--- src/gr_macros.svh ---
// Bus widths, peripheral window, register offsets, error pattern and shared-pad count
`ifndef GR_MACROS_SVH
`define GR_MACROS_SVH

// Bus widths
`define GR_DATA_W 32
`define GR_ADDR_W 32
`define GR_BE_W   4

// Peripheral window
`define GR_PERIPH_BASE 32'h2000_0000
`define GR_PERIPH_SIZE 32'h40
`define GR_OFF_W       6

// Register byte offsets inside the window
`define GR_OFF_GPIO_OUT 6'h00
`define GR_OFF_GPIO_OE  6'h04
`define GR_OFF_GPIO_IN  6'h08
`define GR_OFF_PAD_MUX  6'h0C
`define GR_OFF_EXIT     6'h10
`define GR_OFF_SCRATCH  6'h14

`define GR_ERR_RDATA     32'hBADC_AB1E
`define GR_N_SHARED_PADS 2

`endif

--- src/obi_pkg.sv ---
// Request and response payload types of the peripheral side of the bus
`include "gr_macros.svh"

package obi_pkg;

  // ----------------------------------------------------------------------
  // Request payload, one granted bus transfer
  // ----------------------------------------------------------------------
  typedef struct packed {
    logic                  we;
    logic [`GR_BE_W-1:0]   be;
    logic [`GR_OFF_W-1:0]  offset;
    logic [`GR_DATA_W-1:0] wdata;
    // Set when the address hit the peripheral window
    logic                  in_window;
  } reg_req_t;

  // ----------------------------------------------------------------------
  // Response payload
  // ----------------------------------------------------------------------
  typedef struct packed {
    logic [`GR_DATA_W-1:0] rdata;
  } reg_rsp_t;

endpackage

--- src/soc_ctrl_pkg.sv ---
// Register index enum and shared-pad function types
`include "gr_macros.svh"

package soc_ctrl_pkg;

  // Registers of the control block
  typedef enum logic [2:0] {
    REG_GPIO_OUT = 3'd0,
    REG_GPIO_OE  = 3'd1,
    REG_GPIO_IN  = 3'd2,
    REG_PAD_MUX  = 3'd3,
    REG_EXIT     = 3'd4,
    REG_SCRATCH  = 3'd5
  } reg_idx_e;

  // Function carried by one shared pad
  typedef enum logic {
    PAD_GPIO = 1'b0,
    PAD_EXIT = 1'b1
  } pad_func_e;

  // One entry per shared pad
  typedef pad_func_e [`GR_N_SHARED_PADS-1:0] pad_sel_t;

endpackage
--- src/gr_lite_top.sv ---
// Top level: request decode, request and response slices, registers, pad mux
`timescale 1ns/1ps
`include "gr_macros.svh"

module gr_lite_top import obi_pkg::*, soc_ctrl_pkg::*; (
  input  logic                         clk_i,
  input  logic                         rst_n_i,

  // OBI request
  input  logic                         req_i,
  input  logic                         we_i,
  input  logic [`GR_BE_W-1:0]          be_i,
  input  logic [`GR_ADDR_W-1:0]        addr_i,
  input  logic [`GR_DATA_W-1:0]        wdata_i,

  // OBI response
  output logic                         gnt_o,
  output logic                         rvalid_o,
  output logic [`GR_DATA_W-1:0]        rdata_o,

  // Shared pads
  input  logic [`GR_N_SHARED_PADS-1:0] pad_i,
  output logic [`GR_N_SHARED_PADS-1:0] pad_o,
  output logic [`GR_N_SHARED_PADS-1:0] pad_oe_o,

  // Exit status
  output logic                         exit_valid_o,
  output logic [`GR_DATA_W-1:0]        exit_value_o
);

  // Request path
  logic                         req_valid;
  reg_req_t                     req_d;
  logic                         req_valid_q;
  reg_req_t                     req_q;

  // Response path
  reg_rsp_t                     rsp_d;
  reg_rsp_t                     rsp_q;

  // Pad controls
  logic [`GR_N_SHARED_PADS-1:0] gpio_out;
  logic [`GR_N_SHARED_PADS-1:0] gpio_oe;
  logic [`GR_N_SHARED_PADS-1:0] gpio_in;
  pad_sel_t                     pad_sel;

  // ----------------------------------------------------------------------
  // Bus front end and pipeline
  // ----------------------------------------------------------------------
  obi_req_decode u_req_decode (
    .req_i      (req_i),
    .we_i       (we_i),
    .be_i       (be_i),
    .addr_i     (addr_i),
    .wdata_i    (wdata_i),
    .gnt_o      (gnt_o),
    .req_valid_o(req_valid),
    .req_o      (req_d)
  );

  pipe_slice #(.payload_t(reg_req_t)) u_req_slice (
    .clk_i  (clk_i),
    .rst_n_i(rst_n_i),
    .valid_i(req_valid),
    .data_i (req_d),
    .valid_o(req_valid_q),
    .data_o (req_q)
  );

  pipe_slice #(.payload_t(reg_rsp_t)) u_rsp_slice (
    .clk_i  (clk_i),
    .rst_n_i(rst_n_i),
    .valid_i(req_valid_q),
    .data_i (rsp_d),
    .valid_o(rvalid_o),
    .data_o (rsp_q)
  );

  assign rdata_o = rsp_q.rdata;

  // ----------------------------------------------------------------------
  // Registers and pads
  // ----------------------------------------------------------------------
  periph_regs u_periph_regs (
    .clk_i       (clk_i),
    .rst_n_i     (rst_n_i),
    .valid_i     (req_valid_q),
    .req_i       (req_q),
    .gpio_in_i   (gpio_in),
    .rsp_o       (rsp_d),
    .gpio_out_o  (gpio_out),
    .gpio_oe_o   (gpio_oe),
    .pad_sel_o   (pad_sel),
    .exit_valid_o(exit_valid_o),
    .exit_value_o(exit_value_o)
  );

  // Only bit 0 of the exit value reaches a pad
  pad_mux u_pad_mux (
    .gpio_out_i  (gpio_out),
    .gpio_oe_i   (gpio_oe),
    .gpio_in_o   (gpio_in),
    .pad_sel_i   (pad_sel),
    .exit_valid_i(exit_valid_o),
    .exit_bit_i  (exit_value_o[0]),
    .pad_i       (pad_i),
    .pad_o       (pad_o),
    .pad_oe_o    (pad_oe_o)
  );

endmodule

--- src/obi_req_decode.sv ---
// Request front end with immediate grant and peripheral window check
`timescale 1ns/1ps
`include "gr_macros.svh"

module obi_req_decode import obi_pkg::*; (
  // Bus request
  input  logic                  req_i,
  input  logic                  we_i,
  input  logic [`GR_BE_W-1:0]   be_i,
  input  logic [`GR_ADDR_W-1:0] addr_i,
  input  logic [`GR_DATA_W-1:0] wdata_i,

  // Grant back to the bus
  output logic                  gnt_o,

  // Towards the request slice
  output logic                  req_valid_o,
  output reg_req_t              req_o
);

  logic [`GR_ADDR_W-1:0] addr_rel;
  logic                  in_window;

  // ----------------------------------------------------------------------
  // Grant
  // ----------------------------------------------------------------------
  // Every request is accepted in its own cycle
  assign gnt_o       = req_i;
  assign req_valid_o = req_i & gnt_o;

  // ----------------------------------------------------------------------
  // Window check
  // ----------------------------------------------------------------------
  // Addresses below the base wrap to large values and fail the compare
  assign addr_rel  = addr_i - `GR_PERIPH_BASE;
  assign in_window = (addr_rel < `GR_PERIPH_SIZE);

  always_comb begin
    req_o.we        = we_i;
    req_o.be        = be_i;
    req_o.offset    = addr_rel[`GR_OFF_W-1:0];
    req_o.wdata     = wdata_i;
    req_o.in_window = in_window;
  end

endmodule

--- src/pad_mux.sv ---
// Shared-pad routing between GPIO and exit functions
`timescale 1ns/1ps
`include "gr_macros.svh"

module pad_mux import soc_ctrl_pkg::*; (
  // GPIO side
  input  logic [`GR_N_SHARED_PADS-1:0] gpio_out_i,
  input  logic [`GR_N_SHARED_PADS-1:0] gpio_oe_i,
  output logic [`GR_N_SHARED_PADS-1:0] gpio_in_o,

  // Function select and exit status
  input  pad_sel_t                     pad_sel_i,
  input  logic                         exit_valid_i,
  input  logic                         exit_bit_i,

  // Pad side
  input  logic [`GR_N_SHARED_PADS-1:0] pad_i,
  output logic [`GR_N_SHARED_PADS-1:0] pad_o,
  output logic [`GR_N_SHARED_PADS-1:0] pad_oe_o
);

  logic [`GR_N_SHARED_PADS-1:0] exit_func;

  // Pad 0 carries exit_valid and pad 1 the low exit-value bit
  assign exit_func[0] = exit_valid_i;
  assign exit_func[1] = exit_bit_i;

  always_comb begin
    for (int k = 0; k < `GR_N_SHARED_PADS; k++) begin
      if (pad_sel_i[k] == PAD_EXIT) begin
        pad_o[k]     = exit_func[k];
        pad_oe_o[k]  = 1'b1;
        gpio_in_o[k] = 1'b0;
      end else begin
        pad_o[k]     = gpio_out_i[k];
        pad_oe_o[k]  = gpio_oe_i[k];
        gpio_in_o[k] = pad_i[k];
      end
    end
  end

endmodule

--- src/periph_regs.sv ---
// Control registers: GPIO, pad mux, exit and scratch, byte-enable writes, read mux
`timescale 1ns/1ps
`include "gr_macros.svh"

module periph_regs import obi_pkg::*, soc_ctrl_pkg::*; (
  input  logic                         clk_i,
  input  logic                         rst_n_i,

  // Request from the request slice
  input  logic                         valid_i,
  input  reg_req_t                     req_i,
  input  logic [`GR_N_SHARED_PADS-1:0] gpio_in_i,

  // Response towards the response slice
  output reg_rsp_t                     rsp_o,

  // Pad and exit controls
  output logic [`GR_N_SHARED_PADS-1:0] gpio_out_o,
  output logic [`GR_N_SHARED_PADS-1:0] gpio_oe_o,
  output pad_sel_t                     pad_sel_o,
  output logic                         exit_valid_o,
  output logic [`GR_DATA_W-1:0]        exit_value_o
);

  localparam int unsigned NPads = `GR_N_SHARED_PADS;

  logic [NPads-1:0]      gpio_out_q;
  logic [NPads-1:0]      gpio_oe_q;
  logic [NPads-1:0]      pad_mux_q;
  logic [`GR_DATA_W-1:0] exit_q;
  logic [`GR_DATA_W-1:0] scratch_q;
  logic                  exit_valid_q;

  reg_idx_e              reg_idx;
  logic                  reg_hit;
  logic                  hit;
  logic                  wr_en;
  logic [`GR_DATA_W-1:0] rdata;

  // Merge write data into an old word under the byte enables
  function automatic logic [`GR_DATA_W-1:0] be_merge(
    input logic [`GR_DATA_W-1:0] old_val,
    input logic [`GR_DATA_W-1:0] new_val,
    input logic [`GR_BE_W-1:0]   be
  );
    logic [`GR_DATA_W-1:0] res;
    res = old_val;
    for (int b = 0; b < `GR_BE_W; b++) begin
      if (be[b]) res[8*b +: 8] = new_val[8*b +: 8];
    end
    return res;
  endfunction

  // ----------------------------------------------------------------------
  // Offset decode
  // ----------------------------------------------------------------------
  always_comb begin
    reg_hit = 1'b1;
    reg_idx = REG_GPIO_OUT;
    case (req_i.offset)
      `GR_OFF_GPIO_OUT: reg_idx = REG_GPIO_OUT;
      `GR_OFF_GPIO_OE:  reg_idx = REG_GPIO_OE;
      `GR_OFF_GPIO_IN:  reg_idx = REG_GPIO_IN;
      `GR_OFF_PAD_MUX:  reg_idx = REG_PAD_MUX;
      `GR_OFF_EXIT:     reg_idx = REG_EXIT;
      `GR_OFF_SCRATCH:  reg_idx = REG_SCRATCH;
      default:          reg_hit = 1'b0;
    endcase
  end

  assign hit   = req_i.in_window & reg_hit;
  assign wr_en = valid_i & req_i.we & hit;

  // ----------------------------------------------------------------------
  // Register writes
  // ----------------------------------------------------------------------
  // Narrow registers only see byte 0
  always_ff @(posedge clk_i) begin
    if (!rst_n_i) begin
      gpio_out_q   <= '0;
      gpio_oe_q    <= '0;
      pad_mux_q    <= '0;
      exit_q       <= '0;
      scratch_q    <= '0;
      exit_valid_q <= 1'b0;
    end else if (wr_en) begin
      case (reg_idx)
        REG_GPIO_OUT: if (req_i.be[0]) gpio_out_q <= req_i.wdata[NPads-1:0];
        REG_GPIO_OE:  if (req_i.be[0]) gpio_oe_q <= req_i.wdata[NPads-1:0];
        REG_PAD_MUX:  if (req_i.be[0]) pad_mux_q <= req_i.wdata[NPads-1:0];
        REG_EXIT: begin
          exit_q       <= be_merge(exit_q, req_i.wdata, req_i.be);
          exit_valid_q <= 1'b1;
        end
        REG_SCRATCH:  scratch_q <= be_merge(scratch_q, req_i.wdata, req_i.be);
        default:      ;
      endcase
    end
  end

  // ----------------------------------------------------------------------
  // Read mux
  // ----------------------------------------------------------------------
  // Writes answer with zero, decode errors with the error pattern
  always_comb begin
    rdata = '0;
    if (valid_i && !req_i.we) begin
      if (!hit) begin
        rdata = `GR_ERR_RDATA;
      end else begin
        case (reg_idx)
          REG_GPIO_OUT: rdata[NPads-1:0] = gpio_out_q;
          REG_GPIO_OE:  rdata[NPads-1:0] = gpio_oe_q;
          REG_GPIO_IN:  rdata[NPads-1:0] = gpio_in_i;
          REG_PAD_MUX:  rdata[NPads-1:0] = pad_mux_q;
          REG_EXIT:     rdata = exit_q;
          REG_SCRATCH:  rdata = scratch_q;
          default:      rdata = `GR_ERR_RDATA;
        endcase
      end
    end
  end

  assign rsp_o.rdata  = rdata;
  assign gpio_out_o   = gpio_out_q;
  assign gpio_oe_o    = gpio_oe_q;
  assign pad_sel_o    = pad_sel_t'(pad_mux_q);
  assign exit_valid_o = exit_valid_q;
  assign exit_value_o = exit_q;

  // Exit is sticky, only a reset may clear it
  assert property (@(posedge clk_i) disable iff (!rst_n_i)
    $past(rst_n_i) && $past(exit_valid_o) |-> exit_valid_o)
    else $error("exit_valid_o dropped outside reset");

endmodule

--- src/pipe_slice.sv ---
// One-stage pipeline register for a valid strobe and a typed payload
`timescale 1ns/1ps

module pipe_slice #(
  parameter type payload_t = logic
) (
  input  logic     clk_i,
  input  logic     rst_n_i,

  // Upstream side
  input  logic     valid_i,
  input  payload_t data_i,

  // Downstream side, one cycle later
  output logic     valid_o,
  output payload_t data_o
);

  logic     valid_q;
  payload_t data_q;

  // Control strobe
  always_ff @(posedge clk_i) begin
    if (!rst_n_i) begin
      valid_q <= 1'b0;
    end else begin
      valid_q <= valid_i;
    end
  end

  // Payload follows every cycle
  always_ff @(posedge clk_i) begin
    data_q <= data_i;
  end

  assign valid_o = valid_q;
  assign data_o  = data_q;

  // Output strobe only ever comes from an input strobe one cycle back
  assert property (@(posedge clk_i) disable iff (!rst_n_i)
    valid_o |-> $past(valid_i))
    else $error("valid_o without valid_i one cycle earlier");

endmodule

--- config.mk ---
export PLATFORM = sky130hd
export DESIGN_NAME = gr_lite_top
export DESIGN_NICKNAME = d
export VERILOG_FILES = /design/src/obi_pkg.sv /design/src/soc_ctrl_pkg.sv /design/src/gr_lite_top.sv /design/src/obi_req_decode.sv /design/src/pad_mux.sv /design/src/periph_regs.sv /design/src/pipe_slice.sv
export VERILOG_INCLUDE_DIRS = /design/src /design/src/src
export SDC_FILE = /design/constraint.sdc
export NUM_CORES = 1
export LEC_CHECK = 0
export ABC_AREA = 1
export BUFFER_PORTS_ARGS = -buffer_cell sky130_fd_sc_hd__buf_2
export CORE_ASPECT_RATIO = 0.7
export CORE_UTILIZATION = 40
export DETAILED_ROUTE_END_ITERATION = 10
export PLACE_DENSITY = 0.65
export SLEW_MARGIN = 0
export SYNTH_ARGS = -nofsm -noshare
export SYNTH_HDL_FRONTEND = slang
export SYNTH_SLANG_ARGS = --single-unit
--- constraint.sdc ---
create_clock -name clk_i -period 2.85 [get_ports clk_i]
set_input_delay 0.57 -clock clk_i [delete_from_list [all_inputs] [get_ports clk_i]]
set_output_delay 0.57 -clock clk_i [all_outputs]
set_load 0.005 [all_outputs]
-- Yosys cells after proc, flatten, opt, wreduce, memory -nomap -nowiden
Cells that the tools add are included.
- reduce and logical (&&, ||, !) cells: 19
- bitwise gates (word level): 3
- $lt $le $gt $ge: 1
- mux-type cells: 11
- add/sub/neg operators: 1
- eq/ne operators: 10
- operators by type and width (cell ; number):
    $pmux W30 S3 ; 1
    $reduce_and A3 Y1 ; 11
    $lt A32 B7 Y1 const B ; 1
    $mux W32 ; 1
    $sub A32 B30 Y32 const B ; 1
    $pmux W3 S5 ; 1
    $eq A6 B4 Y1 const B ; 2
    $eq A6 B5 Y1 const B ; 2
    $pmux W2 S6 ; 1
    $mux W1 ; 7
    $eq A3 B2 Y1 const B ; 2
    $eq A3 B3 Y1 const B ; 2
    $eq A6 B3 Y1 const B ; 1
    $logic_not A6 Y1 ; 1
    $reduce_or A6 Y1 ; 1
    $reduce_and A2 Y1 ; 2
    $reduce_or A4 Y1 ; 1
    $and A1 B1 Y1 ; 3
    $eq A3 B1 Y1 const B ; 1
    $logic_not A3 Y1 ; 1
    $logic_and A1 B1 Y1 ; 1
    $logic_not A1 Y1 ; 1
- output and inout bits: 71
- logic and storage cells: 66
- register bits: 149

-- Longest topological paths before layout
Gate-level depths: netlist of run 1.
- word-level depth: 6
- gate-level depth with buffers: 9

-- By module
A second synthesis of run 1 with hierarchy kept.
- cells, all modules: 747
- area, all modules: 5869.4 µm²
- by module, submodules not included (module ; area each (µm²) ; cells an instance ; seq. area each (µm²) ; instances):
    periph_regs ; 3748.6 ; 571 ; 1421.4 ; 1
    pipe_slice at u_req_slice ; 908.4 ; 47 ; 900.9 ; 1
    pipe_slice at u_rsp_slice ; 668.1 ; 35 ; 660.6 ; 1
    obi_req_decode ; 486.7 ; 80 ; 0.0 ; 1
    pad_mux ; 57.6 ; 14 ; 0.0 ; 1

-- Least setup slack after synthesis of run 1
OpenSTA, ideal clock, no wires.
- kind: register to register
- start: reg u_req_slice.data_q, in the netlist u_req_slice.data_o[34]
- end: reg u_periph_regs.scratch_q[15]
- clock period less this slack: 1.507 ns
- data required time: 2.738 ns
- cell stages (with the launch flop): 10
- data arrival time: 1.396 ns
- setup slack: 1.343 ns
- cell sequence: dfxtp_1 -> nor2_4 -> nand3_1 -> nand2_2 -> nand3_4 -> inv_4 -> buf_4 -> nand3b_1 -> nand2_1 -> nor2_1
- word-level cells in the longest chain between the ends: 6
- ends and longest elaborated chain (item ; RTL line ; text):
    start: declaration ; pipe_slice.sv:20 ; payload_t data_q;
    start signal: assignment ; pipe_slice.sv:33 ; data_q <= data_i;
    $eq A6 B3 Y1, or another cell as far along ; periph_regs.sv:60 ; case (req_i.offset)
    $reduce_or A6 Y1 (no source line) ; n/a ;
    $mux W1 ; periph_regs.sv:60 ;
    $and A1 B1 Y1 ; periph_regs.sv:71 ; assign hit = req_i.in_window & reg_hit;
    $and A1 B1 Y1 ; periph_regs.sv:72 ; assign wr_en = valid_i & req_i.we & hit;
    $reduce_and A3 Y1 (no source line) (*) ; n/a ;
    end signal: assignment ; periph_regs.sv:95 ; REG_SCRATCH: scratch_q <= be_merge(scratch_q, req_i.wdata, req_i.be);
    end: declaration ; periph_regs.sv:31 ; logic [`GR_DATA_W-1:0] scratch_q;
Every way passes the cells marked *; elsewhere a longest branch is shown, timed or not.
A chain may end at the register's enable or synchronous reset.

-- Worst setup path in the final report of run 1
- start: reg u_req_slice.data_q, in the netlist u_req_slice.data_o[38]
- end: reg u_periph_regs.exit_q[8] (netlist: u_periph_regs.exit_value_o[8])
- word-level cells in the longest chain between the ends: 6
- ends and longest elaborated chain (item ; RTL line ; text):
    $eq A6 B3 Y1, or another cell as far along ; periph_regs.sv:60 ;
    $reduce_or A6 Y1 (no source line) ; n/a ;
    $mux W1 ; periph_regs.sv:60 ;
    $and A1 B1 Y1 ; periph_regs.sv:71 ;
    $and A1 B1 Y1 ; periph_regs.sv:72 ;
    $reduce_and A3 Y1 (no source line) (*) ; n/a ;
    end signal: assignment ; periph_regs.sv:92 ; exit_q <= be_merge(exit_q, req_i.wdata, req_i.be);
    end: declaration ; periph_regs.sv:30 ; logic [`GR_DATA_W-1:0] exit_q;
Marked as above.

==> metrics.md, run 1 <==
| Metric | Value |
|---|---|
| GRT Util Overall | 21.7% |
| Top-area cell type share of the netlist area | 56.4% |
| Gp weighted congestion | 0.872 |
| Sequential element share of the synthesized area | 56.4% |
| Hold Path Depth | 1 |
| Final setup vio count | 0 |
| Req. time, crit path | 3.19 ns |
| Most frequent cell after synthesis | dfxtp_1 |
| Status | complete, no violations |
| DRC | 0 |
| Worst-path fanout max | 62 |
| GR Overflow Total | 0 |
| Static Leakage | 2.94 nW |
| Antenna-violating nets left | 0 |
| CTS H-tree lvls | 4 |
| Vias in the first global route | 4578 |
| Routed wire length per instance | 15.2 um |
| Post-synth cell types | 30 |
| CTS tree | yes |
| Clock latency on the worst-skew pair | 0.42 ns |
| TNS Setup | 0 ns |
| R2R Setup Slk | 0.73 ns |
| Nets | 836 |
| Detailed Route Iter0 Violations | 317 |
| Final min period | 2.12 ns |
| Final Hold Vio Count | 0 |
| Final WL | 14200 um |
| Worst-margin pin slew | 0.749 ns |
| Synthesized flop and latch total | 149 |
| Number of synthesized flops with an enable pin | 0 |
| Chip height | 98.2 um |
| Avg Cell Area, Syn | 8.53 um2 |
| Num rows | 34 |
| Fraction of layout cells with a size suffix above 1 | 25.6% |
| Synth async-reset ratio | 0% |
| Die width | 139 um |
| Synth top area cells | dfxtp_1 56%, nand2_1 7.5%, nor2_1 7.2% |
| RSZ-0062 raised after global routing | false |
| F_max | 0.472 GHz |
| Post-layout util | 52.9% |
| Clk sinks | 149 |
| Post-CTS Setup Inserts | 0 |
| Critical path arrival | 2.46 ns |
| Largest net degree at the start of global routing | 63 |
| Crit Path Class | flop to flop |
| Total clock buffers created by CTS | 17 |
| Initial antenna violation count | 0 |
| Rel. slew slack | 49.9% |
| Synth warnings | 0 |
| Critical path startpoint category | flop |
| Max VDD drop | 0.403 mV |
| Setup Skew | 0.00684 ns |
| IO Port Bufs | 144 |
| Critical path endpoint category | flop |
| Vias | 4686 |
| First-pass GRT wire length | 22800 um |
| Area leader, netlist | dfxtp_1 |
| Post-Syn Instances | 620 |
| Final cycle utilization of the critical path | 74.4% |
| Pwr dens | 669 nW/um2 |
| Area grow syn2layout | 26.3% |
| Worst Hold Class | input pin to flop |
| Clock Path Buffers | 2 |
| Most used DFF post-synth | dfxtp_1 |
| Clock-pin slew of the registers on the worst-case setup and hold paths | 0.06 ns |
| IO Count | 145 |
| Reg2reg path depth | 7 |
| Die area | 13700 um2 |
| Root buffer cell | clkbuf_16 |
| # hold bufs at CTS | 0 |
| Final Max Tran Viols | 0 |
| Max_cap viols | 0 |
| Cell Area, Synth | 5290 um2 |
| Core area | 12600 um2 |
| PostCTS Resize Cnt | 0 |
| DRT Pass-1 Iters | 5 |
| Syn nets | 695 |
| Starting Density | 41.9% |
| Detailed Place HPWL | 10200 um |
| Via/cell ratio | 5.01 |
| Most instantiated cells after synthesis | 149 x dfxtp_1, 106 x nand2_1, 101 x nor2_1, 74 x a21oi_1, 52 x nand3_1 |
| # diodes | 0 |
==> final timing paths <==
| check | from | end |
|---|---|---|
| setup reg to reg | u_req_slice.data_o[38] | u_periph_regs.exit_value_o[8] |
| setup / recovery | u_req_slice.data_o[38] | u_periph_regs.exit_value_o[8] |
| hold reg to reg | u_req_slice.valid_o | u_rsp_slice.valid_o |
| hold / removal | wdata_i[29] | u_req_slice.data_o[30] |
==> worst max-delay path, stage by stage (launching register included) <==
cell and delay, ns:
dfxtp_1 0.35, nor2_2 0.21, nand3_2 0.13, nand2_2 0.25, nand3_4 0.22, inv_4 0.52
nand3_1 0.17, a21oi_1 0.18
==> layout by cell type (no fill, tap or decap), types with 2 or more instances in the layout <==
master / n
nor4_1: 5
nor2_1: 101
clkinv_2: 5
nand3_1: 52
nor2_4: 6
bufinv_16: 2
nor3_4: 3
nand2_1: 106
nor2_2: 2
a22oi_1: 12
a21oi_1: 74
clkinvlp_4: 4
dfxtp_1: 149
clkbuf_16: 17
nand3_2: 3
buf_2: 144
buf_4: 3
nand3b_1: 25
nand4_1: 10
o21ai_0: 3
inv_1: 33
==> registers in the layout (all words and copies together), names as in the netlist <==
register                    flops
u_periph_regs.gpio_oe_o         2
u_periph_regs.scratch_q        32
u_periph_regs.exit_value_o     32
u_rsp_slice.data_o             32
u_periph_regs.gpio_out_o        2
u_rsp_slice.valid_o             1
u_periph_regs.pad_sel_o         2
u_req_slice.valid_o             1
u_req_slice.data_o             44
u_periph_regs.exit_valid_o      1
==> report_power, final <==
| group | leakage, nW | switching (mW) | internal (mW) | total [mW] |
|---|---|---|---|---|
| logic | 1.45 | 0.0813 | 0.0669 | 0.148 |
| clock network | 0.275 | 0.861 | 1.30 | 2.17 |
| registers | 1.22 | 0.0266 | 2.13 | 2.15 |
==> per-stage QoR <==
stage | hold slack [ns] | cell area, um2 | cells | setup slack [ns] | power, mW
6_report | 0.243 | 6680 | 936 | 0.730 | 4.47
5_1_grt | 0.228 | 6680 | 936 | 0.551 | 4.61
4_1_cts | 0.236 | 6680 | 936 | 0.742 | 4.49
3_5_place_dp | 0.443 | 6100 | 904 | 0.770 | 2.35
3_3_place_gp | 0.441 | 6100 | 904 | 0.844 | 2.34
2_1_floorplan | 0.420 | 5290 | 620 | 1.34 | 2.26
==> cells by family after synthesis <==
kind of cell             count (synthesis)  share of synthesized area, %
AND/OR/NAND/NOR                        317                          28.6
flip-flops                             149                          56.4
AO/OA/AOI/OAI                           90                          9.13
buffers and inverters                   62                          5.49
XOR/XNOR                                 1                         0.166
adder cells (fa/ha/maj)                  1                         0.236
==> routing by layer <==
| layer | vias up | global-route usage [%] | wire length, um | share of wire, % |
|---|---|---|---|---|
| met4 | 0 | 7.26 | 197 | 1.4 |
| li1 | 2330 | - | - | - |
| met5 | - | 0 | 0 | 0 |
| met2 | 168 | 34.6 | 6420 | 45 |
| met3 | 21 | 6.87 | 946 | 6.7 |
| met1 | 2167 | 27.8 | 6640 | 47 |
==> cell type report <==
cell class                 count  area [um2]
tap                          162         203
clock buffer                  19         443
clock inverter                13         133
fill                        1181        5960
inverter                      36         138
sequential                   149        2980
multi-input combinational    409        2020
timing repair buffer         148         763
Note: power is estimated with default switching activity, not from simulation.
==> run 2: changes to the inputs <==
--- a/config.mk
+++ b/config.mk
@@ -6,7 +6,7 @@
 export SDC_FILE = /design/constraint.sdc
 export NUM_CORES = 1
 export LEC_CHECK = 0
-export ABC_AREA = 1
+export ABC_AREA = 0
 export BUFFER_PORTS_ARGS = -buffer_cell sky130_fd_sc_hd__buf_2
 export CORE_ASPECT_RATIO = 0.7
 export CORE_UTILIZATION = 40
==> constraint.sdc (replaced) <==
create_clock -name clk_i -period 2.15 [get_ports clk_i]
set_input_delay 0.43 -clock clk_i [delete_from_list [all_inputs] [get_ports clk_i]]
set_output_delay 0.43 -clock clk_i [all_outputs]
set_load 0.005 [all_outputs]
==> metrics.md, run 2 <==
| Metric | Value |
|---|---|
| Post-CTS Setup Inserts | 0 |
| IO Port Bufs | 144 |
| R2r endpoint | u_periph_regs.scratch_q[20] |
| Worst-margin pin slew | 0.594 ns |
| Worst Hold End | u_req_slice.data_o[9] |
| Hold path start | wdata_i[8] |
| Clock latency on the worst-skew pair | 0.41 ns |
| Chip height | 96.4 um |
| Commonest non-fill, non-tap cells in the layout | 149 x dfxtp_1, 143 x buf_2, 103 x nand2_1, 70 x mux2i_1, 33 x nor2_1 |
| Vias | 3925 |
| Synthesized flop and latch total | 149 |
| TNS Setup | 0 ns |
| Clk sinks | 149 |
| Worst-path fanout max | 8 |
| Cell Chain, Critical Path | nor4b_4 > and2_1 > and4_1 > mux2i_1 |
| Synth async-reset ratio | 0% |
| Final Max Tran Viols | 0 |
| Clock-pin slew of the registers on the worst-case setup and hold paths | 0.06 ns |
| IO Count | 145 |
| First-pass GRT wire length | 18900 um |
| Nets | 700 |
| Max stage delay on crit path | 0.54 ns |
| Core area | 12400 um2 |
| Post-Syn Instances | 483 |
| Critical path endpoint category | flop |
| Hold Path Depth | 1 |
| Largest net degree at the start of global routing | 51 |
| Max VDD drop | 0.651 mV |
| CP delay by family, top | simple AND/OR/NAND/NOR gates |
| Detailed Route Iter0 Violations | 152 |
| GR Overflow Total | 0 |
| Post-route cell area | 6590 um2 |
| Critical path arrival | 2.36 ns |
| Final setup vio count | 0 |
| Detailed Place HPWL | 8550 um |
| Starting Density | 41.0% |
| Root buffer cell | clkbuf_16 |
| Max reg flops | 44 |
| PostCTS Resize Cnt | 0 |
| Vias in the first global route | 3711 |
| Crit Path Class | flop to flop |
| DRC | 0 |
| Final WL | 12200 um |
| Clock Path Buffers | 2 |
| Static Leakage | 2.83 nW |
| Tot Pwr | 6.24 mW |
| Total clock buffers created by CTS | 17 |
| Most instantiated cells after synthesis | 149 x dfxtp_1, 103 x nand2_1, 70 x mux2i_1, 33 x nor2_1, 18 x a221oi_1 |
| Sequential element share of the synthesized area | 58.5% |
| Pwr dens | 948 nW/um2 |
| Most common cell after layout, fill and taps aside | dfxtp_1 |
| Top-area cell type share of the netlist area | 58.5% |
| Routed wire length per instance | 15.3 um |
| R2R Setup Slk | 0.12 ns |
| Area leader, netlist | dfxtp_1 |
| Area grow syn2layout | 29.3% |
| Most frequent cell after synthesis | dfxtp_1 |
| GRT Util Overall | 19.1% |
| Cell Count Post-Placement | 768 |
| Reg2reg path depth | 4 |
| Final cycle utilization of the critical path | 94.6% |
| Post-synth cell types | 33 |
| Cell Area, Synth | 5090 um2 |
| Avg Cell Area, Syn | 10.5 um2 |
| Synth warnings | 0 |
| Num rows | 34 |
| Most used DFF post-synth | dfxtp_1 |
| Final min period | 2.03 ns |
| RSZ-0062 raised after global routing | false |
| Final Hold Vio Count | 0 |
| Gp weighted congestion | 0.971 |
| Worst Hold Class | input pin to flop |
| CP max-delay cell | and4_1 |
| Syn nets | 558 |
| Via/cell ratio | 4.91 |
| Critical path startpoint category | flop |
| Die width | 137 um |
| Rel. slew slack | 60.1% |
| Die area | 13200 um2 |
| Number of synthesized flops with an enable pin | 0 |
| CTS H-tree lvls | 4 |
| WP buf/inv | 0 |
| Antenna-violating nets left | 0 |
| # hold bufs at CTS | 0 |
| CTS tree | yes |
| # diodes | 0 |
| Final cell count without fillers | 800 |
| Setup Skew | 0.00849 ns |
| F_max | 0.492 GHz |
| Req. time, crit path | 2.48 ns |
| Initial antenna violation count | 1 |
| FF-to-FF Start | u_req_slice.data_o[35] |
| Max_cap viols | 0 |
| Synth top area cells | dfxtp_1 59%, mux2i_1 14%, nand2_1 7.6% |
| DP Area | 5940 um2 |
| Fraction of layout cells with a size suffix above 1 | 30.9% |
| Status | complete, no violations |
| DRT Pass-1 Iters | 4 |
-- run 2: cell types whose count changed in the layout (fill, tap and decap cells not counted), sizes merged, moves of 18 or more --
cell and change:
nor2 -76, a21oi -70, mux2i +70, nand3 -54
inv -32, nand3b -25, a221oi +18
-- run 2: how the worst max path moves through the flow --
stage / start / endpoint / cells after the start
2_1_floorplan: u_req_slice.data_o[35] / u_periph_regs.exit_value_o[10] / 7
3_3_place_gp: u_req_slice.data_o[35] / u_periph_regs.scratch_q[29] / 4
3_5_place_dp: u_req_slice.data_o[35] / u_periph_regs.scratch_q[20] / 4
4_1_cts: u_req_slice.data_o[35] / u_periph_regs.scratch_q[20] / 4
5_1_grt: u_req_slice.data_o[35] / u_periph_regs.scratch_q[29] / 4
6_report: u_req_slice.data_o[35] / u_periph_regs.scratch_q[20] / 4
-- run 2: logic make-up (layout without fill, tap and decap cells) --
| family | Yosys count | in the layout | synth area share, % |
|---|---|---|---|
| adders and majority gates | 1 | 1 | 0.246 |
| muxes | 72 | 72 | 14.2 |
| xor gates and xnor gates | 1 | 1 | 0.172 |
| AOI/OAI and AO/OA | 42 | 42 | 6.41 |
| DFF | 149 | 149 | 58.5 |
| and+or+nand+nor | 177 | 177 | 15.8 |
| buffers and inverters | 41 | 196 | 4.59 |
-- run 2: layout make-up --
| type | count | area, um2 |
|---|---|---|
| well taps | 162 | 203 |
| flip-flops and latches | 149 | 2980 |
| clock buffers | 20 | 447 |
| repair buffers | 161 | 863 |
| clock inverters | 12 | 201 |
| inverters | 3 | 11.3 |
| multi-input cells | 293 | 1880 |
| fillers | 1099 | 5840 |
-- run 2: worst register-to-register path, stage by stage (launching register included) --
cell and delay [ns]:
dfxtp_1 0.50, nor4b_4 0.36, and2_1 0.31, and4_1 0.54, mux2i_1 0.25
-- run 2: metrics by stage --
stage / worst slack [ns] / util, % / hold slack [ns]
2_1_floorplan: 0.607 / - / 0.435
3_5_place_dp: 0.178 / 47.8 / 0.450
4_1_cts: 0.156 / 53.0 / 0.103
3_3_place_gp: 0.316 / 47.8 / 0.442
5_1_grt: 0.00326 / 53.0 / 0.102
6_report: 0.117 / 53.0 / 0.118
-- run 2: report_power, final --
part | internal (mW) | switching [mW]
registers | 2.82 | 0.0281
clock network | 2.09 | 1.11
logic | 0.0884 | 0.0998
-- run 2: metal layers --
metal / GRT usage [%] / wire, um
met5: 0 / 11
met3: 5.22 / 849
met2: 29.8 / 5430
met1: 25.3 / 5880
met4: 7.23 / 71
